$ cat src/include/gb_defs.svh
// io register addresses, memory region bounds, unit widths and interrupt vectors
`ifndef GB_DEFS_SVH
`define GB_DEFS_SVH

// ------------------------------
// io registers
// ------------------------------
`define GB_ADDR_JOYP   16'hff00 // P1, joypad select and lines
`define GB_ADDR_SB     16'hff01 // serial data, reads back ff
`define GB_ADDR_SC     16'hff02 // serial control
`define GB_ADDR_IF     16'hff0f // interrupt flags
`define GB_ADDR_SVBK   16'hff70 // cgb work ram bank
`define GB_ADDR_IE     16'hffff // interrupt enable

// region bounds
`define GB_WRAM_BASE   16'hc000 // work ram, echo up to fdff
`define GB_ZPRAM_BASE  16'hff80 // zero page, up to fffe

// ------------------------------
// widths
// ------------------------------
`define GB_WRAM_AW      15 // 8 banks of 4k
`define GB_ZPRAM_AW     7
`define GB_SERIAL_DIV_W 9  // 512 clocks per bit
`define GB_SERIAL_BITS  8
`define GB_IRQ_N        5

// rst vectors, highest priority first
`define GB_VEC_VBLANK  8'h40
`define GB_VEC_LCD     8'h48
`define GB_VEC_TIMER   8'h50
`define GB_VEC_SERIAL  8'h58
`define GB_VEC_JOY     8'h60
`define GB_VEC_NONE    8'h55 // ack with nothing pending

`endif
$ cat src/verilog/gb_pkg.sv
// bus address and data types, interrupt mask, work ram address and bank, joypad lines, serial states
`include "gb_defs.svh"

package gb_pkg;

	// cpu bus
	typedef logic [15:0] gb_addr_t;
	typedef logic [7:0]  gb_data_t;

	// one bit per source: vblank, lcd, timer, serial, joypad (bit 0 first)
	typedef logic [`GB_IRQ_N-1:0] gb_irq_t;

	// work ram
	typedef logic [`GB_WRAM_AW-1:0] gb_wram_addr_t; // physical, bank in top bits
	typedef logic [2:0]             gb_wbank_t;     // svbk, 1..7

	typedef logic [3:0] gb_joy_lines_t; // P10..P13, active low

	// dummy serial port
	typedef enum logic {
		SER_IDLE,
		SER_SHIFT
	} serial_state_t;

endpackage

$ cat src/verilog/gb_joypad.sv
// joypad register P1 with button matrix and line-fall interrupt
`timescale 1ns/100ps

module gb_joypad import gb_pkg::*; (
	input  logic       clk,
	input  logic       reset,
	input  logic [7:0] joystick,  // active high buttons
	input  gb_data_t   cpu_do,
	input  logic       joy_wr,
	output gb_data_t   joy_q,
	output logic       joy_irq
);

	logic [1:0]    p54;              // P15, P14 select, low active
	gb_joy_lines_t dir_lines, btn_lines, lines;
	gb_joy_lines_t sync_1, sync_2;   // two-stage synchroniser
	gb_joy_lines_t lines_d;          // previous synced value

	// deselected group floats high
	assign dir_lines = ~joystick[3:0] | {4{p54[0]}}; // down up left right
	assign btn_lines = ~joystick[7:4] | {4{p54[1]}}; // start select b a
	assign lines     = dir_lines & btn_lines;
	assign joy_q     = {2'b11, p54, lines};

	always_ff @(posedge clk) begin
		if (reset) begin
			p54     <= 2'b00;
			sync_1  <= '1;
			sync_2  <= '1;
			lines_d <= '1;
			joy_irq <= 1'b0;
		end else begin
			if (joy_wr)
				p54 <= cpu_do[5:4];
			sync_1  <= lines;
			sync_2  <= sync_1;
			lines_d <= sync_2;
			joy_irq <= |(lines_d & ~sync_2); // any high to low
		end
	end

endmodule

$ cat config.mk
export PLATFORM = sky130hd
export DESIGN_NAME = gb_joypad
export DESIGN_NICKNAME = d
export VERILOG_FILES = /design/src/verilog/gb_pkg.sv /design/src/verilog/gb_joypad.sv
export VERILOG_INCLUDE_DIRS = /design/src /design/src/include
export SDC_FILE = /design/constraint.sdc
export NUM_CORES = 1
export LEC_CHECK = 0
export BUFFER_PORTS_ARGS = -buffer_cell sky130_fd_sc_hd__clkbuf_2
export CORE_MARGIN = 2
export CORE_UTILIZATION = 42
export DETAILED_ROUTE_END_ITERATION = 8
export GPL_TIMING_DRIVEN = 0
export PLACE_DENSITY = 0.8
export SETUP_SLACK_MARGIN = 0.15
export SLEW_MARGIN = 20
export SYNTH_ARGS = -nofsm -noshare
export SYNTH_HDL_FRONTEND = slang
export SYNTH_SLANG_ARGS = --single-unit
$ cat constraint.sdc
create_clock -name clk -period 1 [get_ports clk]
set_input_delay 0.1 -clock clk [delete_from_list [all_inputs] [get_ports clk]]
set_output_delay 0.1 -clock clk [all_outputs]
set_load 0.01 [all_outputs]
==> impl_results.md, run 1 <==
- Critical Path Max Stage Delay: 0.37 ns
- Synth async-reset ratio: 0
- Pwr per Cell Area: 1430 nW/µm²
- Final worst path period share: 1.14
- Seq/Total Area, Yosys: 0.542
- Max-slew violation count: 0
- Fillers: 95
- Register share of total power: 0.535
- Commonest cells post-synth: dfxtp_1 (15), nand2b_1 (12), or2_1 (7), a21o_1 (4), and2_1 (4)
- Switching power: 0.275 mW
- Overflow after GRT: 0
- Final setup fails: 4
- CP Cell Sequence: nand2b_4 > and2_4 > buf_6
- Buffers added on ports: 19
- Pre-antenna DRT Iters: 4
- CP arrival: 1.04 ns
- R2R depth: 3
- Remaining DRCs: 0
- CTS H-tree depth: 1
- VDD IR max: 0.978 mV
- Top_reg_cell synth: dfxtp_1
- Synth Instances: 52
- Reg-to-reg endpoint: sync_1[1]
- N_diodes: 0
- Max Freq: 875 MHz
- Slowest stage cell, crit path: dfxtp_4
- Worst skew pair latency: 0.27 ns
- Die X: 40.3 µm
- R2r setup slk: 0.09 ns
- Layout cells sized above 1: 0.557
- Worst reg2reg path startpoint: p54[1]
- Synth area leader: dfxtp_1
- DRT antenna net count: 0
- Hold_buf cts: 0
- Final Hold Fails: 0
- Initial antenna violation count: 0
- CTS root buffer: clkbuf_4
- Status: finished with violations
- Setup TNS: -0.569 ns
- Die footprint: 1630 µm²
- I/O pin cnt: 28
- Max-Cap Viols: 0
- Final Worst Setup Slack: -0.143 ns
- Worst min-delay path class: in -> reg
- Global Route Usage Sum: 0.153
- Switch share: 0.228
- CP max FO: 5
- Vias in the first global route: 409
- Beginning of the critical path: p54[1]
- CTS Buffer Depth: 2
- CP endpoint: joy_q[2]
- Int Pwr: 0.933 mW
- Power share of the clock group: 0.272
- NumNets Final: 99
- Clock Sinks: 15
- Syn avg cell area: 10.7 µm²
- RSZ-0062 raised after global routing: yes
- Top-area cell type share of the netlist area: 0.542
- Final GP Congestion: 0.614
- Largest net degree at the start of global routing: 11
- Total number of vias: 410
- Die H: 40.3 µm
- Most numerous cell in the Yosys netlist: dfxtp_1
- Critical Path Start Type: flip-flop
- Routed wire per std cell: 11.3 µm
- Yosys reg bits: 15
- Post-route minimum period: 1.14 ns
- Layout Utilization: 0.665
- Synth top area cells: dfxtp_1 (54%), nand2b_1 (14%), or2_1 (7.9%), a21o_1 (5.4%), and2_1 (4.5%)
- Hold Worst Slack: 0.0779 ns
- Core box area: 1270 µm²
- Setup Skew: 0.00584 ns
- Starting density of the core: 0.437
- Clock slew seen by the registers of the worst setup and hold paths: 0.09 ns
- Layout overhead on the synthesized area: 52.1%
- Power share of the combinational group: 0.193
- CTS tree: done
- P_leak: 0.391 nW
- First-pass GRT wire length: 1.56 mm
- Post-synth EDFFs: 0
- Worst EP required: 0.90 ns
- CP Capture Type: output port
- 1st-iter DRT viols: 2
- Vias/cell: 4.36
- Mapped Area: 554 µm²
- Type of the worst setup path: reg -> out
- Failing checks: negative setup slack
- CTS buffer count: 3
- Synth warn: 0
- Final wirelength: 1.06 mm
- Pre-CTS WS: 0.113 ns
- Row count: 13
- Netlist cell types: 12
==> layer usage <==
metal / vias up / track usage / wire length [µm]
met2: 17 / 0.274 / 611
met3: 0 / 0.0500 / 69
met1: 177 / 0.147 / 379
met5: - / 0 / 0
li1: 216 / - / -
met4: 0 / 0.100 / 0
==> power groups by stage <==
stage	clock network, mW	logic [mW]	registers, mW
after floorplan	0	0.0864	0.661
after global placement	0	0.142	0.659
after detailed placement	0	0.145	0.661
after CTS	0.341	0.201	0.647
after global routing	0.383	0.250	0.651
final	0.329	0.233	0.646
==> critical path, delay by kind of cell, from the launching register on <==
kind / cells / cell delay [ns]
buffers and inverters: 1 / 0.11
flip-flops: 1 / 0.37
AND/OR/NAND/NOR: 2 / 0.29
==> placed cells by master, fill, tap and decap left out, drive strengths merged <==
cell type | Yosys | final
and2 | 4 | 4
or2 | 8 | 8
buf | 3 | 12
a41oi | 1 | 1
dfxtp | 15 | 15
conb | 1 | 2
nand2b | 12 | 12
clkbuf | 0 | 17
a21o | 4 | 4
nor2 | 2 | 2
mux2i | 2 | 2
==> worst min-delay path by stage <==
stage | startpoint | to | slack, ns | cells past startpoint
floorplan | reset | sync_2[0] | 0.20 | 1
global placement | cpu_do[4] | p54[0] | 0.34 | 3
detailed placement | cpu_do[5] | p54[1] | 0.35 | 3
CTS | cpu_do[5] | p54[1] | 0.06 | 3
global route | cpu_do[4] | p54[0] | 0.07 | 3
finish | cpu_do[4] | p54[0] | 0.08 | 3
==> cell families (layout without fill, tap and decap cells) <==
logic type / Yosys count / after routing / share of synthesized area
AOI/OAI and AO/OA: 5 / 5 / 0.0835
muxes: 2 / 2 / 0.0361
and+or+nand+nor: 26 / 26 / 0.284
DFF: 15 / 15 / 0.542
buffers and inverters: 3 / 29 / 0.0474
other: 1 / 2 / 0.00677
==> stage by stage <==
| stage | instance area (µm²) | cells | total power [mW] |
|---|---|---|---|
| final | 843 | 94 | 1.21 |
| after global routing | 843 | 94 | 1.28 |
| after CTS | 792 | 93 | 1.19 |
| after detailed placement | 672 | 87 | 0.806 |
| after global placement | 672 | 87 | 0.801 |
| after floorplan | 558 | 53 | 0.747 |
==> state kept, by name, summed over array words and instances (netlist names) <==
signal	flops
p54	2
joy_irq	1
lines_d	4
sync_2	4
sync_1	4
==> final cells by class <==
type | instances | area, µm² | share of cell area
multi-input combinational | 35 | 302 | 0.358
sequential | 15 | 308 | 0.365
tap | 15 | 18.8 | 0.0223
clock buffer | 4 | 26.3 | 0.0312
buffer | 3 | 26.3 | 0.0312
timing repair buffer | 22 | 163 | 0.193
==> what timing repair did <==
item | 4_1_cts | 5_1_grt
pin swaps | 4 | 2
endpoints found under the setup margin | 6 | 6
buffers inserted | 2 | 1
resized for setup | 16 | 14
No activity file was read; power rests on OpenSTA's default activity.
==> inputs of run 2 (changes only) <==
- clock period: 1 -> 1.1 ns (I/O delays scaled with it)
==> run 2 against run 1 <==
The run still ends with negative setup slack left. Sequential power decreased by 9.0%. Via count unchanged. Cell area unchanged. Non-clock buffer count unchanged. Register-to-register slack improved by 0.12 ns. Total power decreased by 9.1%. Worst setup slack improved by 0.090 ns. First-iteration DRC count unchanged. Core utilization unchanged. Final cell count unchanged. Wire length unchanged. Highest routed layer unchanged.
==> impl_results.md, run 2 (synthesized netlist as in run 1, its figures left out) <==
- Status: finished with violations
- Failing checks: negative setup slack
- Overflow after GRT: 0
- Critical Path Start Type: flip-flop
- CTS H-tree depth: 1
- NumNets Final: 99
- Max-Cap Viols: 0
- Beginning of the critical path: p54[1]
- CTS tree: done
- CP Cell Sequence: nand2b_4 > and2_4 > buf_6
- R2R depth: 3
- Fillers: 95
- Post-route minimum period: 1.15 ns
- Worst reg2reg path startpoint: p54[1]
- Largest net degree at the start of global routing: 11
- RSZ-0062 raised after global routing: yes
- CP max FO: 5
- Die X: 40.3 µm
- Layout overhead on the synthesized area: 52.1%
- Total power: 1.10 mW
- CP arrival: 1.04 ns
- CTS Buffer Depth: 2
- Final worst path period share: 1.05
- Vias in the first global route: 409
- Clock slew seen by the registers of the worst setup and hold paths: 0.09 ns
- Setup Skew: 0.00590 ns
- Most frequent cells in the layout: clkbuf_2 (13), dfxtp_1 (13), buf_6 (9)
- Hold_buf cts: 0
- Hold Path End: p54[0]
- I/O pin cnt: 28
- Type of the worst setup path: reg -> out
- N_diodes: 0
- CP Capture Type: output port
- R2r setup slk: 0.21 ns
- Total number of vias: 410
- Remaining DRCs: 0
- Worst min-delay path class: in -> reg
- Pre-antenna DRT Iters: 4
- Critical Path Max Stage Delay: 0.37 ns
- Layout cells sized above 1: 0.557
- Row count: 13
- WHS Path Cells: 3
- Die footprint: 1630 µm²
- Hold path start: cpu_do[4]
- Reg-to-reg endpoint: sync_1[1]
- Global Route Usage Sum: 0.153
- Die H: 40.3 µm
- Final Hold Fails: 0
- First-pass GRT wire length: 1.56 mm
- Final Worst Setup Slack: -0.0531 ns
- Max Freq: 867 MHz
- Starting density of the core: 0.437
- Routed wire per std cell: 11.3 µm
- Pwr per Cell Area: 1300 nW/µm²
- DRT antenna net count: 0
- Worst EP required: 0.99 ns
- Clock Sinks: 15
- Core box area: 1270 µm²
- P_leak: 0.391 nW
- Max-slew violation count: 0
- CTS root buffer: clkbuf_4
- 1st-iter DRT viols: 2
- Worst skew pair latency: 0.27 ns
- Vias/cell: 4.36
- Initial antenna violation count: 0
- Buffers added on ports: 19
- Final wirelength: 1.06 mm
- Largest regs: lines_d (4), sync_1 (4), sync_2 (4)
- Final GP Congestion: 0.614
- VDD IR max: 0.889 mV
- Final setup fails: 4
- Layout Utilization: 0.665
- Slowest stage cell, crit path: dfxtp_4
- CTS buffer count: 3
## run 2: cell type report
class / count / area [µm²] / share of cell area
plain buffers: 3 / 26.3 / 0.0312
clock buffers: 4 / 26.3 / 0.0312
flip-flops and latches: 15 / 308 / 0.365
repair buffers: 22 / 163 / 0.193
well taps: 15 / 18.8 / 0.0223
multi-input cells: 35 / 302 / 0.358
## run 2: repair_timing
item	CTS	global route
hold endpoints to repair	0	0
setup buffers	2	1
gates resized for setup	16	14
pin swaps	4	1
setup endpoints to repair	6	6
## run 2: worst max path at each step
stage               end  slack, ns  cells after the start
2_1_floorplan  joy_q[0]       0.30                      2
3_3_place_gp   joy_q[2]       0.22                      3
3_5_place_dp   joy_q[3]       0.20                      3
4_1_cts        joy_q[3]      -0.05                      3
5_1_grt        joy_q[2]      -0.11                      3
6_report       joy_q[2]      -0.05                      3
## run 2: where the power goes
part           switching [mW]  leakage [nW]  total [mW]  internal (mW)
logic                  0.0780         0.250       0.212          0.134
registers              0.0137         0.126       0.588          0.574
clock network           0.158        0.0150       0.299          0.140
## run 2: metal layers
| metal | track usage | share of wire |
|---|---|---|
| met5 | 0 | 0 |
| met4 | 0.100 | 0 |
| met3 | 0.0500 | 0.065 |
| met2 | 0.274 | 0.58 |
| met1 | 0.147 | 0.36 |
## run 2: metrics by stage
step	setup WS (ns)	cells	hold WS, ns	setup TNS, ns	cell area [µm²]
final	-0.0531	94	0.0879	-0.208	843
after global placement	0.222	87	0.348	0	672
after detailed placement	0.203	87	0.360	0	672
after floorplan	0.302	53	0.210	0	558
after CTS	-0.0480	93	0.0701	-0.181	792
after global routing	-0.107	94	0.0811	-0.412	843
## run 2: critical path: cells and delay by family (launching register included)
kind,cells,cell delay (ns)
flip-flops,1,0.37
AND/OR/NAND/NOR,2,0.29
buffers and inverters,1,0.11
