## src/include/gb_defs.svh

```systemverilog
// io register addresses, memory region bounds, unit widths and interrupt vectors
`ifndef GB_DEFS_SVH
`define GB_DEFS_SVH

// ------------------------------
// io registers
// ------------------------------
`define GB_ADDR_JOYP   16'hff00 // P1, joypad select and lines
`define GB_ADDR_SB     16'hff01 // serial data, reads back ff
`define GB_ADDR_SC     16'hff02 // serial control
`define GB_ADDR_IF     16'hff0f // interrupt flags
`define GB_ADDR_SVBK   16'hff70 // cgb work ram bank
`define GB_ADDR_IE     16'hffff // interrupt enable

// region bounds
`define GB_WRAM_BASE   16'hc000 // work ram, echo up to fdff
`define GB_ZPRAM_BASE  16'hff80 // zero page, up to fffe

// ------------------------------
// widths
// ------------------------------
`define GB_WRAM_AW      15 // 8 banks of 4k
`define GB_ZPRAM_AW     7
`define GB_SERIAL_DIV_W 9  // 512 clocks per bit
`define GB_SERIAL_BITS  8
`define GB_IRQ_N        5

// rst vectors, highest priority first
`define GB_VEC_VBLANK  8'h40
`define GB_VEC_LCD     8'h48
`define GB_VEC_TIMER   8'h50
`define GB_VEC_SERIAL  8'h58
`define GB_VEC_JOY     8'h60
`define GB_VEC_NONE    8'h55 // ack with nothing pending

`endif
```

## src/verilog/gb_pkg.sv

```systemverilog
// bus address and data types, interrupt mask, work ram address and bank, joypad lines, serial states
`include "gb_defs.svh"

package gb_pkg;

	// cpu bus
	typedef logic [15:0] gb_addr_t;
	typedef logic [7:0]  gb_data_t;

	// one bit per source: vblank, lcd, timer, serial, joypad (bit 0 first)
	typedef logic [`GB_IRQ_N-1:0] gb_irq_t;

	// work ram
	typedef logic [`GB_WRAM_AW-1:0] gb_wram_addr_t; // physical, bank in top bits
	typedef logic [2:0]             gb_wbank_t;     // svbk, 1..7

	typedef logic [3:0] gb_joy_lines_t; // P10..P13, active low

	// dummy serial port
	typedef enum logic {
		SER_IDLE,
		SER_SHIFT
	} serial_state_t;

endpackage

```

## src/verilog/gb_irq_ctrl.sv

```systemverilog
// interrupt controller with IF/IE registers, priority vector and clear on acknowledge
`timescale 1ns/100ps
`include "gb_defs.svh"

module gb_irq_ctrl import gb_pkg::*; (
	input  logic     clk,
	input  logic     reset,
	input  logic     cpu_m1_n,
	input  logic     cpu_iorq_n,
	input  gb_data_t cpu_do,
	input  logic     if_wr,
	input  logic     ie_wr,
	input  gb_irq_t  src_pulse,  // one-cycle events
	output gb_irq_t  if_q,
	output gb_irq_t  ie_q,
	output logic     irq_n,
	output logic     irq_ack,
	output gb_data_t irq_vec
);

	logic    ack_d;     // ack one cycle ago
	logic    ack_fall;
	gb_irq_t pending;
	gb_irq_t clr_mask;  // highest priority pending bit

	// ------------------------------
	// request and vector
	// ------------------------------
	assign irq_ack  = !cpu_iorq_n && !cpu_m1_n;
	assign ack_fall = ack_d && !irq_ack;
	assign pending  = if_q & ie_q;
	assign irq_n    = pending == '0;

	// isolate lowest set bit, bit 0 is vblank and ranks first
	assign clr_mask = pending & (~pending + 1'b1);

	always_comb begin
		if (pending[0])      irq_vec = `GB_VEC_VBLANK;
		else if (pending[1]) irq_vec = `GB_VEC_LCD;
		else if (pending[2]) irq_vec = `GB_VEC_TIMER;
		else if (pending[3]) irq_vec = `GB_VEC_SERIAL;
		else if (pending[4]) irq_vec = `GB_VEC_JOY;
		else                 irq_vec = `GB_VEC_NONE;
	end

	// ------------------------------
	// flag and enable registers
	// ------------------------------
	always_ff @(posedge clk) begin
		if (reset) begin
			if_q  <= '0;
			ie_q  <= '0;
			ack_d <= 1'b0;
		end else begin
			ack_d <= irq_ack;

			if (ie_wr)
				ie_q <= cpu_do[`GB_IRQ_N-1:0];

			// cpu write overrides both set and clear
			if (if_wr)
				if_q <= cpu_do[`GB_IRQ_N-1:0];
			else if (ack_fall)
				if_q <= (if_q & ~clr_mask) | src_pulse; // new event not lost
			else
				if_q <= if_q | src_pulse;
		end
	end

	// end of an ack drops exactly the serviced flag
	a_ack_clears_one: assert property (@(posedge clk) disable iff (reset)
		(ack_fall && !if_wr && (src_pulse == '0) && (pending != '0))
		|=> ($countones($past(if_q) ^ if_q) == 1))
		else $error("ack clear did not remove exactly one IF bit");

endmodule

```

## config.mk

```make
export PLATFORM = sky130hd
export DESIGN_NAME = gb_irq_ctrl
export DESIGN_NICKNAME = d
export VERILOG_FILES = /design/src/verilog/gb_pkg.sv /design/src/verilog/gb_irq_ctrl.sv
export VERILOG_INCLUDE_DIRS = /design/src /design/src/include
export SDC_FILE = /design/constraint.sdc
export NUM_CORES = 1
export LEC_CHECK = 0
export ABC_AREA = 1
export BUFFER_PORTS_ARGS = -buffer_cell sky130_fd_sc_hd__clkbuf_2
export CORE_MARGIN = 2
export CORE_UTILIZATION = 30
export CTS_CLUSTER_DIAMETER = 80
export CTS_CLUSTER_SIZE = 16
export DETAILED_ROUTE_END_ITERATION = 10
export RECOVER_POWER = 50
export SYNTH_ARGS = -nofsm -noshare
export SYNTH_HDL_FRONTEND = slang
export SYNTH_SLANG_ARGS = --single-unit
```

## constraint.sdc

```tcl
create_clock -name clk -period 1.1 [get_ports clk]
set_input_delay 0 -clock clk [delete_from_list [all_inputs] [get_ports clk]]
set_output_delay 0 -clock clk [all_outputs]
set_load 0.01 [all_outputs]
```

==> metrics.csv, run 1 <==
stage,metric,value,unit
setup_path,Worst EP required,1.10,ns
job,total of max-cap violations,0,
power_and_ir_drop,leakage,0.4581,nW
final_layout,P&R area growth vs syn,73.72,%
timing,max-slew violation count,0,
clock_tree,CTS tree,done,
place,GPL Wtd Cong,0.7648,
setup_path,Worst EP arrival,1.14,ns
global_route,largest net degree at the start of global routing,11,
final_layout,layout filler cell count,184,
drt,post-route ant nets,0,
drt,First DRT Iteration DRCs,7,
die,Site Rows,15,
timing,maximum clock frequency,873.9,MHz
clock_tree,# H-tree levels,1,
global_route,vias in the first global route,555,
drt,Pre-antenna DRT Iters,4,
die,total core area,1745,sq um
die,initial core utilization,32.19,%
final_layout,n_diodes,0,
setup_path,Crit. End Element,output port,
drt,Via Count,696,
timing,period utilization,104.0,%
yosys,mapped cell area,561.8,sq um
timing,RSZ-0062 raised after global routing,true,
clock_tree,Clock Tree Root,clkbuf_4,
setup_path,crit-path max FO,4,
timing,Final setup viols,6,
setup_path,R2R setup slack,0.06,ns
die,die area,2235,sq um
drt,Avg WL per Cell,10.76,microns
clock_tree,total CTS buffers,3,
drt,residual DRC count,0,
place,HPWL after detailed placement,1.135,mm
yosys,"Avg Cell Area, Syn",7.202,sq um
power_and_ir_drop,maximum vdd ir drop,0.0006405,V
global_route,global-route wire length before repair,2.339,mm
clock_tree,clk buf depth,2,
final_layout,nets@finish,151,
die,die span in y,47.28,microns
die,Die X,47.28,microns
die,number of I/O pins,39,
place,Placed Cells,133,
global_route,initial antenna violation count,0,
run_status,failing checks,negative setup slack,
timing,post-layout minimum cycle time,1.144,ns
yosys,Synth area leader,dfxtp_1,
setup_path,crit path launch type,register,
clock_tree,"CTS clk-pin slew, worst paths",0.07,ns
hold_path,HP Class,input port to register,
yosys,synth top area cells,"dfxtp_1 39%, o21ai_0 11%, nor2_1 11%",
timing,skew final,0.003618,ns
yosys,Syn Inst Count,78,
drt,Final Routed Wirelength,1.679,mm
global_route,gr ovfl total,0,
yosys,Synthesis Warnings,0,
setup_path,Setup Crit Path Kind,register to output port,
drt,post-DR vias/cell,4.462,
power_and_ir_drop,power per cell area,1065,nW/um^2
timing,hold_ws,0.01862,ns
clock_tree,CTS sink cnt,11,
yosys,Yosys reg bits,11,
place,PortBufs,32,
timing,setup ws final,-0.04433,ns
final_layout,layout cell share with drive strength beyond 1,43.51,%
run_status,status,"complete, but fails checks",
timing,Final Hold Fails,0,
clock_tree,clk_lat worst skew,0.28,ns
global_route,Tot GR Track Use,15.56,%
yosys,Yosys top cell area share,39.20,%
final_layout,Finished Layout Cells,156,
yosys,register area share after synthesis,39.20,%
yosys,synth unique cells,15,
placed cells by master (no fill, tap or decap), drive strengths merged:
cell type / Yosys / layout
conb: 2 / 3
o21ai: 13 / 13
dfxtp: 11 / 11
nand2: 14 / 14
nor3b: 2 / 2
a21oi: 9 / 9
dlygate4sd3: 0 / 12
clkbuf: 0 / 31
nor2: 17 / 17
nor3: 2 / 2
buf: 4 / 13
inv: 4 / 4
flip-flops by register name, indices dropped and copies added, names as in the netlist:
name,flops
ie_q,5
ack_d,1
if_q,5
Yosys cell counts:
| library cell | instances |
|---|---|
| a21oi_1 | 6 |
| a21oi_2 | 3 |
| buf_4 | 4 |
| conb_1 | 2 |
| dfxtp_1 | 11 |
| inv_1 | 4 |
| nand2_1 | 11 |
| nand2_2 | 2 |
| nand2_4 | 1 |
| nor2_1 | 16 |
| nor2_2 | 1 |
| nor3_1 | 2 |
| nor3b_1 | 2 |
| o21ai_0 | 12 |
| o21ai_4 | 1 |
repair_timing:
action                     in CTS  in global routing
hold buffers                   12                  0
pin swaps                       3                  4
setup endpoints to repair       6                  9
hold endpoints to repair       10                  0
buffers inserted                6                  1
resized for setup              12                 11
final cells by class:
class                   instances  area [sq um]  area share (%)
clock buffers                   4         26.28           2.692
inverters                       4         15.01           1.538
multi-input cells              60         337.8           34.62
flip-flops and latches         11         227.7           23.33
well taps                      25         31.28           3.205
repair buffers                 52         337.8           34.62
per-stage QoR:
stage               cell area, sq um  setup WS (ns)  setup TNS, ns  util [%]  total power [mW]
global route                   975.9        -0.1236        -0.6358     55.91             1.095
global placement               734.5         0.1429              0     42.08            0.6725
detailed placement             734.5         0.1342              0     42.08            0.6760
finish                         975.9       -0.04433        -0.2226     55.91             1.039
floorplan                      565.5      0.0008277              0         -            0.5836
CTS                            950.9       -0.03449        -0.1433     54.48             1.036
worst paths after layout:
path	cells past startpoint	start	endpoint
max	4	if_q[2]	irq_vec[0]
min	3	cpu_do[0]	ie_q[0]
max reg2reg	7	if_q[0]	if_q[3]
min reg2reg	2	if_q[4]	if_q[4]
per-layer routing:
| metal | share of wire, % | global-route usage (%) | vias up |
|---|---|---|---|
| li1 | - | - | 357 |
| met1 | 43 | 19.31 | 310 |
| met2 | 48 | 24.05 | 24 |
| met3 | 6.6 | 5.769 | 5 |
| met4 | 1.6 | 6.667 | 0 |
| met5 | 0 | 0 | - |
logic make-up after synthesis:
kind of cell    Yosys count  synth area share (%)
flops                    11                 39.20
buf+inv                   8                 8.017
simple gates             35                 27.84
compound gates           22                 23.61
other cells               2                 1.337
where the power goes:
| part | internal (mW) | total [mW] | switching, mW | leakage, nW |
|---|---|---|---|---|
| Combinational | 0.147 | 0.295 | 0.148 | 0.350 |
| Clock | 0.141 | 0.292 | 0.151 | 0.0150 |
| Sequential | 0.428 | 0.452 | 0.0241 | 0.0930 |
| Total | 0.716 | 1.04 | 0.323 | 0.458 |
critical path, cell delays in order, from the launching register on:
cell,delay (ns)
dfxtp_2,0.35
nand2_2,0.07
nand2_2,0.10
nor3b_4,0.19
buf_2,0.15
No activity file was read; power rests on OpenSTA's default activity.
==> run 2: changes to the inputs <==
GPL_TIMING_DRIVEN = 0   (was default)
==> metrics.csv, run 2 (synthesis gave the netlist of run 1 again) <==
stage,metric,value,unit
final_layout,top flop regs,"ie_q (5), if_q (5), ack_d (1)",
setup_path,Crit. End Element,output port,
clock_tree,total CTS buffers,3,
die,die area,2235,sq um
place,PortBufs,32,
run_status,failing checks,negative setup slack,
final_layout,layout cell share with drive strength beyond 1,48.87,%
final_layout,Final Cell Area,1003,sq um
drt,residual DRC count,0,
power_and_ir_drop,Pwr Total,1.048,mW
drt,met2 routed WL,805,microns
timing,Final setup viols,4,
power_and_ir_drop,leakage,0.4953,nW
final_layout,n_diodes,0,
timing,maximum clock frequency,845.2,MHz
drt,Max Used Layer,met4,
global_route,gr ovfl total,0,
place,Placed Cells,136,
place,DP Area,757.0,sq um
timing,post-layout minimum cycle time,1.183,ns
die,die span in y,47.28,microns
final_layout,nets@finish,153,
setup_path,Worst EP arrival,1.18,ns
drt,routed wl met3,128,microns
drt,post-route ant nets,0,
setup_path,critical path's most frequent cell,a21oi_1,
final_layout,final core occ,57.49,%
clock_tree,"CTS clk-pin slew, worst paths",0.07,ns
final_layout,layout filler cell count,183,
timing,max-slew violation count,0,
power_and_ir_drop,Sw Ratio,30.25,%
clock_tree,clk_lat worst skew,0.27,ns
setup_path,Worst EP required,1.10,ns
drt,post-DR vias/cell,4.570,
timing,hold_ws,0.008030,ns
setup_path,crit-path max FO,2,
drt,First DRT Iteration DRCs,9,
clock_tree,# H-tree levels,1,
setup_path,Critical path buffers and inverters,1,
power_and_ir_drop,Reg power frac,43.8,%
final_layout,P&R area growth vs syn,78.62,%
setup_path,"CP delay by family, top",flip-flops,
global_route,largest net degree at the start of global routing,11,
clock_tree,CTS tree,done,
drt,Final Routed Wirelength,1.727,mm
place,HPWL after detailed placement,1.139,mm
hold_path,HP Class,input port to register,
power_and_ir_drop,power per cell area,1044,nW/um^2
place,GPL Wtd Cong,0.7819,
die,total core area,1745,sq um
timing,skew final,0.0004568,ns
global_route,global-route wire length before repair,2.346,mm
timing,setup ws final,-0.08310,ns
power_and_ir_drop,combinational share of power,29.8,%
clock_tree,CTS sink cnt,11,
die,Site Rows,15,
timing,RSZ-0062 raised after global routing,true,
clock_tree,clk buf depth,2,
final_layout,"commonest non-fill, non-tap cell in the layout",clkbuf_2,
timing,Final Hold Fails,0,
power_and_ir_drop,maximum vdd ir drop,0.0008246,V
setup_path,crit path launch type,register,
power_and_ir_drop,clock network fraction of design power,26.4,%
global_route,vias in the first global route,587,
setup_path,Worst path max stage delay,0.37,ns
clock_tree,Clock Tree Root,clkbuf_4,
die,number of I/O pins,39,
setup_path,"Slowest-stage cell, CP",dfxtp_1,
place,pre-CTS setup slack,0.04345,ns
power_and_ir_drop,net switching power,0.3170,mW
drt,length of routed wiring on met1,752,microns
die,Die X,47.28,microns
drt,Avg WL per Cell,10.93,microns
global_route,Tot GR Track Use,15.33,%
run_status,status,"complete, but fails checks",
timing,Fin Setup TNS,-0.2125,ns
timing,period utilization,107.6,%
drt,Pre-antenna DRT Iters,5,
die,initial core utilization,32.19,%
job,total of max-cap violations,0,
setup_path,critical path cell sequence,nand2_4 -> a21oi_2 -> a21oi_1 -> a21oi_1 -> buf_2,
power_and_ir_drop,internal power,0.7310,mW
setup_path,Setup Crit Path Kind,register to output port,
final_layout,most frequent cells in the layout,"24 x clkbuf_2, 14 x nor2_1, 12 x o21ai_0, 12 x buf_4, 10 x dlygate4sd3_1",
global_route,initial antenna violation count,0,
final_layout,Finished Layout Cells,158,
drt,Via Count,722,
run 2: cell types whose count changed in the layout (fill, tap and decap cells not counted), moves of 2 or more:
cell	before	now
buf_4	7	12
clkbuf_1	6	4
clkbuf_2	22	24
dfxtp_1	7	5
dfxtp_2	3	5
dlygate4sd3_1	12	10
nand2_2	5	2
nand2_4	1	4
nor2_1	16	14
nor2_2	0	2
run 2: worst paths after layout:
kind	from	endpoint	slack (ns)	cells after the start
min reg2reg	if_q[4]	if_q[4]	0.49	2
max	ie_q[3]	irq_vec[3]	-0.08	5
max reg2reg	if_q[0]	if_q[3]	0.05	7
min	src_pulse[2]	if_q[2]	0.008	3
run 2: final cells by class:
class / instances / area, sq um / area share (%)
Sequential cell: 11 / 230.2 / 22.94
Clock buffer: 4 / 26.28 / 2.618
Timing Repair Buffer: 50 / 322.8 / 32.17
Tap cell: 25 / 31.28 / 3.117
Buffer: 4 / 30.03 / 2.993
Multi-Input combinational cell: 60 / 347.8 / 34.66
Inverter: 4 / 15.01 / 1.496
run 2: per-layer routing:
layer	vias to the layer above	track usage [%]
met5	-	0
met4	0	10.00
met3	5	2.692
met2	32	24.32
met1	322	18.85
li1	363	-
run 2: power groups by stage:
stage	Clock, mW	Combinational (mW)	Sequential (mW)
finish	0.277	0.312	0.459
CTS	0.285	0.305	0.456
global placement	0	0.222	0.461
global route	0.303	0.343	0.461
detailed placement	0	0.226	0.463
floorplan	0	0.112	0.471
run 2: repair_timing:
action	in CTS	in global routing
gates resized for setup	19	8
cloned	0	0
buffers inserted	8	0
hold buffers	10	0
endpoints found under the hold margin	8	0
pin swaps	5	0
endpoints found under the setup margin	6	9
run 2: worst register-to-register path, cell delays in order, from the launching register on:
cell     delay (ns)
dfxtp_2        0.33
nand2_2        0.09
nand2_4        0.07
buf_4          0.14
nor2_4         0.13
nand2_1        0.07
nand2_1        0.07
a21oi_2        0.05
