### src/include/gb_defs.svh
// io register addresses, memory region bounds, unit widths and interrupt vectors
`ifndef GB_DEFS_SVH
`define GB_DEFS_SVH

// ------------------------------
// io registers
// ------------------------------
`define GB_ADDR_JOYP   16'hff00 // P1, joypad select and lines
`define GB_ADDR_SB     16'hff01 // serial data, reads back ff
`define GB_ADDR_SC     16'hff02 // serial control
`define GB_ADDR_IF     16'hff0f // interrupt flags
`define GB_ADDR_SVBK   16'hff70 // cgb work ram bank
`define GB_ADDR_IE     16'hffff // interrupt enable

// region bounds
`define GB_WRAM_BASE   16'hc000 // work ram, echo up to fdff
`define GB_ZPRAM_BASE  16'hff80 // zero page, up to fffe

// ------------------------------
// widths
// ------------------------------
`define GB_WRAM_AW      15 // 8 banks of 4k
`define GB_ZPRAM_AW     7
`define GB_SERIAL_DIV_W 9  // 512 clocks per bit
`define GB_SERIAL_BITS  8
`define GB_IRQ_N        5

// rst vectors, highest priority first
`define GB_VEC_VBLANK  8'h40
`define GB_VEC_LCD     8'h48
`define GB_VEC_TIMER   8'h50
`define GB_VEC_SERIAL  8'h58
`define GB_VEC_JOY     8'h60
`define GB_VEC_NONE    8'h55 // ack with nothing pending

`endif
### src/verilog/gb_pkg.sv
// bus address and data types, interrupt mask, work ram address and bank, joypad lines, serial states
`include "gb_defs.svh"

package gb_pkg;

	// cpu bus
	typedef logic [15:0] gb_addr_t;
	typedef logic [7:0]  gb_data_t;

	// one bit per source: vblank, lcd, timer, serial, joypad (bit 0 first)
	typedef logic [`GB_IRQ_N-1:0] gb_irq_t;

	// work ram
	typedef logic [`GB_WRAM_AW-1:0] gb_wram_addr_t; // physical, bank in top bits
	typedef logic [2:0]             gb_wbank_t;     // svbk, 1..7

	typedef logic [3:0] gb_joy_lines_t; // P10..P13, active low

	// dummy serial port
	typedef enum logic {
		SER_IDLE,
		SER_SHIFT
	} serial_state_t;

endpackage

### src/verilog/gb_serial.sv
// dummy serial port with SC control register, bit timer and completion interrupt
`timescale 1ns/100ps
`include "gb_defs.svh"

module gb_serial import gb_pkg::*; (
	input  logic     clk,
	input  logic     reset,
	input  gb_data_t cpu_do,
	input  logic     sc_wr,
	output gb_data_t sc_q,
	output logic     serial_irq
);

	serial_state_t                state;
	logic                         sc_start;  // SC bit 7, transfer busy
	logic                         sc_clk;    // SC bit 0, internal clock
	logic [`GB_SERIAL_DIV_W-1:0]  div;
	logic [3:0]                   bit_cnt;   // bits left

	assign sc_q = {sc_start, 6'h3f, sc_clk};

	// ------------------------------
	// transfer fsm
	// ------------------------------
	always_ff @(posedge clk) begin
		serial_irq <= 1'b0;
		if (reset) begin
			state    <= SER_IDLE;
			sc_start <= 1'b0;
			sc_clk   <= 1'b0;
			div      <= '1;
			bit_cnt  <= '0;
		end else if (sc_wr) begin
			sc_start <= cpu_do[7];
			sc_clk   <= cpu_do[0];
			div      <= '1;
			bit_cnt  <= 4'(`GB_SERIAL_BITS);
			// external clock never arrives, so only internal clock runs
			state    <= (cpu_do[7] && cpu_do[0]) ? SER_SHIFT : SER_IDLE;
		end else begin
			case (state)
				SER_IDLE: begin
					div <= '1; // hold
				end
				SER_SHIFT: begin
					div <= div - 1'b1;
					if (div == '0) begin
						if (bit_cnt == '0) begin
							serial_irq <= 1'b1;   // done
							sc_start   <= 1'b0;
							state      <= SER_IDLE;
						end else begin
							bit_cnt <= bit_cnt - 1'b1;
						end
					end
				end
				default: state <= SER_IDLE;
			endcase
		end
	end

	a_irq_single: assert property (@(posedge clk) disable iff (reset)
		serial_irq |=> !serial_irq)
		else $error("serial_irq longer than one cycle");

endmodule

### config.mk
export PLATFORM = sky130hd
export DESIGN_NAME = gb_serial
export DESIGN_NICKNAME = d
export VERILOG_FILES = /design/src/verilog/gb_pkg.sv /design/src/verilog/gb_serial.sv
export VERILOG_INCLUDE_DIRS = /design/src /design/src/include
export SDC_FILE = /design/constraint.sdc
export NUM_CORES = 1
export LEC_CHECK = 0
export ABC_CLOCK_PERIOD_IN_PS = 2100
export BUFFER_PORTS_ARGS = -buffer_cell sky130_fd_sc_hd__buf_2
export CORE_MARGIN = 2
export CORE_UTILIZATION = 45
export DETAILED_ROUTE_END_ITERATION = 10
export PLACE_DENSITY = 0.69
export SETUP_SLACK_MARGIN = 0.5
export SYNTH_ARGS = -nofsm -noshare
export SYNTH_HDL_FRONTEND = slang
export SYNTH_SLANG_ARGS = --single-unit
### constraint.sdc
create_clock -name clk -period 2.1 [get_ports clk]
set_clock_uncertainty 0.2 [all_clocks]
set_input_delay 0.105 -clock clk [delete_from_list [all_inputs] [get_ports clk]]
set_output_delay 0.105 -clock clk [all_outputs]
set_load 0.1 [all_outputs]
==> results of run 1 <==
## metrics by stage
step                hold WS, ns    util
global placement         0.1359  0.5000
global route             0.3437  0.5949
finish                   0.3158  0.5949
detailed placement       0.1402  0.5000
floorplan              -0.02593       -
CTS                      0.2810  0.5696
## area by class of cell
cell class	count	area, um2	share of cell area
clock buffer	4	26.28	0.02558
sequential	17	345.3	0.3362
tap	25	31.28	0.03045
timing repair buffer	20	156.4	0.1523
multi-input combinational	63	441.7	0.4300
inverter	7	26.28	0.02558
## layer usage
metal  up-vias  wire [um]
met3         4         43
met4         0         22
met1       307        698
met5         -          0
met2         8        766
li1        334          -
## placed cells by master (no fill, tap or decap), drive strengths merged
| cell type | instances |
|---|---|
| nor4 | 2 |
| nand4 | 2 |
| ha | 2 |
| nor4b | 1 |
| inv | 7 |
| nand3b | 1 |
| o41ai | 1 |
| or2 | 1 |
| conb | 6 |
| dfxtp | 17 |
| a21oi | 3 |
| nor2 | 7 |
| dlymetal6s4s | 1 |
| nor3 | 1 |
| nand2 | 11 |
| o31ai | 1 |
| nand3 | 5 |
| dlygate4sd3 | 5 |
| xnor2 | 4 |
| nor2b | 2 |
| or4 | 1 |
| clkbuf | 5 |
| a31oi | 1 |
| or3 | 4 |
| buf | 13 |
| mux2i | 2 |
| or3b | 1 |
| and2 | 1 |
| o21ai | 3 |
## worst max-delay path: cells and delay by family (launching register included)
kind,cells,cell delay (ns)
AND/OR/NAND/NOR,3,0.80
flip-flops,1,0.34
adder cells (fa/ha/maj),1,0.13
AO/OA/AOI/OAI,1,0.13
buffers and inverters,1,0.06
## final timing paths
path	from	to	slack [ns]	cells after the start
setup / recovery	div[0]	bit_cnt[2]	0.38	6
hold reg to reg	div[8]	div[8]	0.32	2
hold / removal	div[8]	div[8]	0.32	2
setup reg to reg	div[0]	bit_cnt[2]	0.38	6
## cell families (layout without fill, tap and decap cells)
family / after synthesis / after routing / share of synthesized area
fa+ha+maj: 2 / 2 / 0.03044
flops: 17 / 17 / 0.4140
compound gates: 9 / 9 / 0.06393
other cells: 1 / 6 / 0.004562
mux: 2 / 2 / 0.02435
buf+inv: 17 / 31 / 0.1142
simple gates: 40 / 40 / 0.3060
xor+xnor: 4 / 4 / 0.04261
## what timing repair did
| action | CTS | global route |
|---|---|---|
| setup buffers | 4 | 3 |
| hold buffers | 6 | 0 |
| pin swaps | 6 | 2 |
| endpoints found under the hold margin | 8 | 0 |
| gates resized for setup | 3 | 6 |
| gates cloned | 0 | 0 |
| setup endpoints to repair | 6 | 10 |
## flip-flops by register name (all words and copies together), names as in the netlist
| signal | count |
|---|---|
| div | 9 |
| bit_cnt | 4 |
| serial_irq | 1 |
| sc_start | 1 |
| sc_clk | 1 |
| state | 1 |
## power groups by stage
stage                     combinational, W  sequential [W]  clock, W
after global placement           0.0000850        0.000338         0
final                            0.0000983        0.000330  0.000177
after floorplan                  0.0000889        0.000337         0
after CTS                        0.0000950        0.000330  0.000180
after global routing              0.000103        0.000331  0.000188
after detailed placement         0.0000855        0.000338         0
==> results.md, run 1 <==
- The run finished with clean final reports.
- The internal power of the cells totals between 0.0004 and 0.0005 W.
- The number of buffers between clock root and the deepest sink is 2.
- After legalization and detailed placement, the total HPWL measured a little under 1 mm.
- STA classifies the critical path startpoint as a flip-flop.
- The number of global-route vias before repair came to between 500 and 600.
- Of the total power, the share spent switching nets is 0.3039.
- In this run the mean area of a mapped cell was between 8 and 9 um2.
- Of the total power, combinational logic draws 0.163.
- The routability-driven placement congestion ratio is around 0.66.
- The cell with the most instances after synthesis is dfxtp_1.
- The final count of hold timing violations is 0.
- The post-layout net count is 125.
- The leading area contributor after synthesis is dfxtp_1.
- In the final layout, the share of cells above drive strength 1 is 0.3153.
- STA classifies the critical path endpoint as a flip-flop.
- The clock transition time at the flip-flop clock pins of the worst setup and hold paths is around 0.1 ns.
- Setup repair after global routing could not meet its margin everywhere.
- The region available for standard cell placement spans 1727 um2.
- The signal on the critical path passes through inv_2, ha_4, nor4b_4, nand4_4, or3_1, a21oi_1.
- The later pin in the worst-skew pair is clocked with a latency of just under 0.3 ns.
- For this design the total switching power over the nets is roughly 0.00018 W.
- The count of state elements after synthesis is 17.
- The most used routing layer in global routing is met2.
- In the synthesized netlist, the cells that appear most often are dfxtp_1, nand2_1, buf_4, inv_1, nor2_1.
- In this run the worst path has a maximum fanout of 7.
- In the global route stage, overall resource usage came out at 0.1587.
- The cell area after synthesis is 822.0 um2.
- The power density over cell area is between 500 and 600 nW/um2.
- The wire length of the first global-routing pass is ~2.4 mm.
- Detailed routing inserted a total of between 600 and 700 vias.
- The clock period minus worst slack is approximately 1.7 ns.
- The cell area reported after detailed placement is 863.3 um2.
- STA puts the critical path data required time at about 2.1 ns.
- The number of enable-type register cells in the synthesized netlist is 0.
- The distinct cell type count after synthesis is 30.
- The number of antenna violations at the first check in global routing is 0.
- The detailed-route wire length per cell is between 10 and 15 um.
- After technology mapping, the gate count stands at approximately 90.
- The buffer cell driving the clock tree root is clkbuf_4.
- The path class of the tightest hold or removal check is flip-flop to flip-flop.
- The max-slew violation count is 0.
- The clock tree from TritonCTS is done.
- Data arrives at the worst endpoint at about 1.8 ns.
- The count of antenna-violating nets left after detailed routing is 0.
- Of all flip-flops after synthesis, the portion carrying an async set or reset was 0.
- In this run the number of H-tree levels came out at 1.
- Setup violations remaining at the end of the flow were counted as 0.
- The number of warnings reported in the yosys synthesis log is 0.
- The maximum VDD drop is 0.0005853 V.
- The maximum number of pins on one net before global-route repair is 10.
- The layout filler cell count is 158.
- The cell row count is 15.
- The remaining global-route overflow is 0.
- The final cycle utilization of the critical path is 0.8188.
- Ranked by total cell area, the synthesized netlist is headed by dfxtp_1, buf_4, nand2_1, xnor2_1, inv_1.
- For this run, the slowest stage of the critical path takes between 0.3 and 0.4 ns.
- The area growth from synthesis to layout is 24.96%.
- The fmax is 0.5815 GHz.
- The worst-case setup slack after placement is approximately 0.35 ns.
- Once placement completed, the tool counted placed cells totaling ~120.
- The diode insertion count for antenna repair is 0.
- The detailed-routing iteration count for the pre-antenna-repair pass is 4.
- The summed negative setup slack over all endpoints is 0 ns.
- The predominant post-synthesis flop cell is dfxtp_1.
- For this block, the routed nets add up to about 1.5 mm of wire.
- For met3 alone, demand over resource in global routing was 0.02308.
- The die is ~47 um tall.
- The first routing iteration left 12 violations.
- In this run, CTS created clock tree buffers numbering 3.
- The die footprint is roughly 2200 um2.
- The share of total power dissipated in the clock network is 0.292.
- The routed via count divided by cell count is roughly 4.8.
- Leaving out filler cells and counting taps, the final layout contains around 140.
- The reported max-cap violation count is 0.
- In the routed design, unresolved DRC markers number 0.
- The critical path class is flip-flop to flip-flop.
- In this run the count of I/O pins placed on the die edge is 20.
- In the global route stage, met2 resource usage came out at 0.2722.
- The slowest stage of the critical path is the or3_1 cell.
- The proportion of synthesized chip area in sequential cells is 0.4140.
- The final non-filler cell area is a little over 1000 um2.
- After layout, the worst setup slack is 0.3804 ns.
- For met1 alone, demand over resource in global routing was 0.2000.
- The number of sinks handled by clock tree synthesis is 17.
- Buffers placed on the I/O ports in this run total 7.
- The die is 46.74 um wide.
- The share of the synthesized area in the top cell type is 0.4140.
- The portion of total power attributed to sequential cells is 0.546.
- The design draws ~0.00060 W.
- The initial core utilization is 0.4761.
- The static leakage power is ~0.45 nW.
No activity file was read; power rests on OpenSTA's default activity.
==> run 2: changes to the inputs <==
ABC_CLOCK_PERIOD_IN_PS = 1500   (was 2100)
PLACE_DENSITY = 0.72   (was 0.69)
clock period = 1.5 ns   (was 2.1 ns; I/O delays follow)
==> run 2 against run 1 <==
The flow now finishes with violations (negative hold slack, negative setup slack). Sequential power is 41% higher. Die area is the same. Count of clock-buffer cells in the layout unchanged. Cell count grew 8.8%. Utilization up 11 points. First-iteration DRC count stayed put. Largest power group unchanged. Critical path type unchanged.
==> results.md, run 2 (synthesized netlist as in run 1, its figures left out) <==
- The total via count after detailed routing is roughly 720.
- For this run, design rule violations remaining after detail routing come to 0.
- The portion of total power attributed to combinational logic is 0.166.
- Input and output buffers added on the ports amount to 7.
- The register bank with the most flops is div.
- The layout filler cell count is around 150.
- The cell with the largest stage delay on the worst path is dfxtp_2.
- The fmax is approximately 0.56 GHz.
- The wire length reported by the detailed router is between 1.5 and 2 mm.
- The buffer cell driving the clock tree root is clkbuf_4.
- Of the cells placed in the final design, the portion with a size suffix greater than 1 is 0.5366.
- The number of H-tree levels is 1.
- The initial core utilization is 0.4761.
- The final cell count without fillers is approximately 150.
- Setup slack on the worst reg-to-reg path comes out at -0.27 ns.
- For the finished layout, the period the worst path requires is 1.771 ns.
- Dividing total power by cell area gives a power density of around 700 nW/um2.
- The portion of total power attributed to sequential cells is 0.545.
- The clock transition time at the flip-flop clock pins of the worst setup and hold paths is 0.10 ns.
- The cell class contributing the biggest share of worst-path delay is simple AND/OR/NAND/NOR gates.
- After detailed routing, the number of vias per cell comes to ~4.9.
- The nature of the critical path startpoint is a flip-flop.
- The maximum cell stage delay along the critical path is between 0.3 and 0.4 ns.
- The run finished, with violations left.
- The critical path starts at div[1].
- The cell area reported after detailed placement is a little under 1000 um2.
- The maximum VDD drop is about 0.00051 V.
- Detailed placement finished with a half-perimeter wire length of ~1.1 mm.
- At the end of routability-driven placement, the weighted congestion stood at 0.7698.
- The data arrival time of the critical path is around 1.8 ns.
- The number of cells traversed by the worst register-to-register path is 8.
- The final count of hold timing violations is 5.
- In the global route stage, overall resource usage came out at 0.2079.
- Of the total power, the share spent switching nets is 0.3042.
- The summed negative setup slack over all endpoints is -1.889 ns.
- The startpoint of the most critical hold path is reset.
- TritonCTS built the clock tree.
- The final reports fail on negative hold slack, negative setup slack.
- In the final routed layout, each cell accounts on average for between 10 and 15 um.
- The first global-routing pass estimated around 3.2 mm of wire.
- Final hold analysis gives a worst-case slack of -0.2001 ns.
- The library cell used most frequently in the layout, excluding fill and tap cells, is buf_4.
- The post-layout net count is ~140.
- Setup repair after global routing could not meet its margin everywhere.
- The critical path class is flip-flop to flip-flop.
- The multi-input logic area is a little under 500 um2.
- The area growth from synthesis to layout is 48.40%.
- The sequential cell area is 350.3 um2.
- The maximum number of pins on one net before global-route repair is 10.
- The placeable core region is 1727 um2.
- The total net switching power is roughly 0.00026 W.
- The signal on the critical path passes through inv_2, ha_4, nor4b_4, buf_4, buf_6, nand4_1, nor2b_1, nor3_1.
- The total clock buffers created by CTS is 3.
- The number of antenna violations at the first check in global routing is 0.
- The nature of the critical path endpoint is a flip-flop.
- The largest fanout of any net on the critical path is 3.
- The floorplan step set the die height to about 47 um.
- Data on the critical path is required at its endpoint by about 1.5 ns.
- The number of hold buffers added after CTS is 4.
- The diode insertion count for antenna repair is 0.
- The number of placed instances with taps included is roughly 130.
- The die footprint is 2185 um2.
- The cell depth of the worst hold path is 2.
- Of the available clock period, the critical path in the final layout requires 1.180.
- The clock reaches the later pin of the worst-skew pair after ~0.29 ns.
- The count of antenna-violating nets left after detailed routing is 0.
- The startpoint of the worst register-to-register path is div[1].
- Power comes to between 0.0008 and 0.0009 W.
- In this run the critical register-to-register path is captured at sc_start.
- The number of sinks handled by clock tree synthesis is 17.
- The remaining global-route overflow is 0.
- The cell row count is 15.
- The internal power of the cells is between 0.0005 and 0.0006 W.
- The final non-filler cell area is 1220 um2.
- The number of buffer and inverter stages on the critical path is 3.
- The number of flip-flops under the largest register name is 9.
- Once routing completed, OpenROAD measured the worst setup slack at -0.2706 ns.
- In the layout the commonest cells are buf_4, nand2_1, dfxtp_1.
- In the final layout, the registers with the most flip-flops are div x9, bit_cnt x4.
- The static leakage power is between 0.5 and 0.6 nW.
- The number of global-route vias before repair came to around 740.
- The max-slew violation count is 0.
- The final-report setup violation count is 13.
- Across the run, the number of max-cap violations was 0.
- In this run the horizontal extent of the chip is about 47 um.
- The number of primary I/O pins is 20.
- In this run, the number of DRC markers left after iteration 0 of detailed routing was 12.
- The share of total power dissipated in the clock network is 0.289.
- The first detailed-routing pass ran for 4 iterations.
- The number of buffers between clock root and the deepest sink is 2.
- The path class of the tightest hold or removal check is input port to flip-flop.
- For hold timing, the worst endpoint is state.
==> run 2: cell types whose count changed in the layout (fill, tap and decap cells not counted), moves of 3 or more <==
cell     previous run  this run
nor2_1              7         3
buf_6               1         4
buf_4               6        18
buf_12              0         3
dfxtp_1            13         9
dfxtp_2             4         8
nor2_2              0         4
==> run 2: layout make-up <==
| type | count | share of cell area |
|---|---|---|
| multi-input combinational | 63 | 0.4062 |
| sequential | 17 | 0.2872 |
| timing repair buffer | 32 | 0.2379 |
| tap | 25 | 0.02564 |
| clock buffer | 4 | 0.02154 |
| inverter | 7 | 0.02154 |
==> run 2: worst max-delay path by stage <==
| stage | to | slack, ns | depth (start not counted) |
|---|---|---|---|
| 6_report | sc_start | -0.27 | 8 |
| 5_1_grt | bit_cnt[2] | -0.31 | 6 |
| 4_1_cts | bit_cnt[3] | -0.21 | 6 |
| 3_5_place_dp | bit_cnt[2] | -0.20 | 4 |
| 3_3_place_gp | div[7] | -0.13 | 4 |
| 2_1_floorplan | bit_cnt[2] | -0.13 | 6 |
==> run 2: through the flow <==
| step | hold WS [ns] | util | setup WS, ns |
|---|---|---|---|
| 3_3_place_gp | 0.09464 | 0.5616 | -0.1261 |
| 4_1_cts | -0.1030 | 0.6848 | -0.2137 |
| 3_5_place_dp | 0.1008 | 0.5616 | -0.1965 |
| 2_1_floorplan | -0.06335 | - | -0.1309 |
| 6_report | -0.2001 | 0.7065 | -0.2706 |
| 5_1_grt | -0.2140 | 0.7065 | -0.3128 |
==> run 2: layer usage <==
layer / track usage / vias to the layer above / wire length [um] / share of wire
li1: - / 358 / - / -
met1: 0.2429 / 333 / 768 / 0.40
met2: 0.3611 / 20 / 1035 / 0.54
met3: 0.03846 / 12 / 71 / 0.037
met4: 0.1111 / 0 / 57 / 0.029
met5: 0 / - / 0 / 0
==> run 2: power by group through the flow <==
stage | combinational [W] | sequential (W) | clock [W]
floorplan | 0.000125 | 0.000472 | 0
global placement | 0.000119 | 0.000473 | 0
detailed placement | 0.000120 | 0.000474 | 0
CTS | 0.000139 | 0.000466 | 0.000257
global route | 0.000148 | 0.000468 | 0.000289
finish | 0.000142 | 0.000466 | 0.000247
==> run 2: worst reg2reg max path: stages (launching register included) <==
cell	delay, ns
dfxtp_2	0.34
inv_2	0.06
ha_4	0.13
nor4b_4	0.27
buf_4	0.18
buf_6	0.09
nand4_1	0.13
nor2b_1	0.20
nor3_1	0.07
==> run 2: repair_timing <==
action / CTS / global route
setup endpoints to repair: 19 / 19
setup buffers: 8 / 2
pin swaps: 8 / 8
gates resized for setup: 25 / 8
endpoints found under the hold margin: 8 / 5
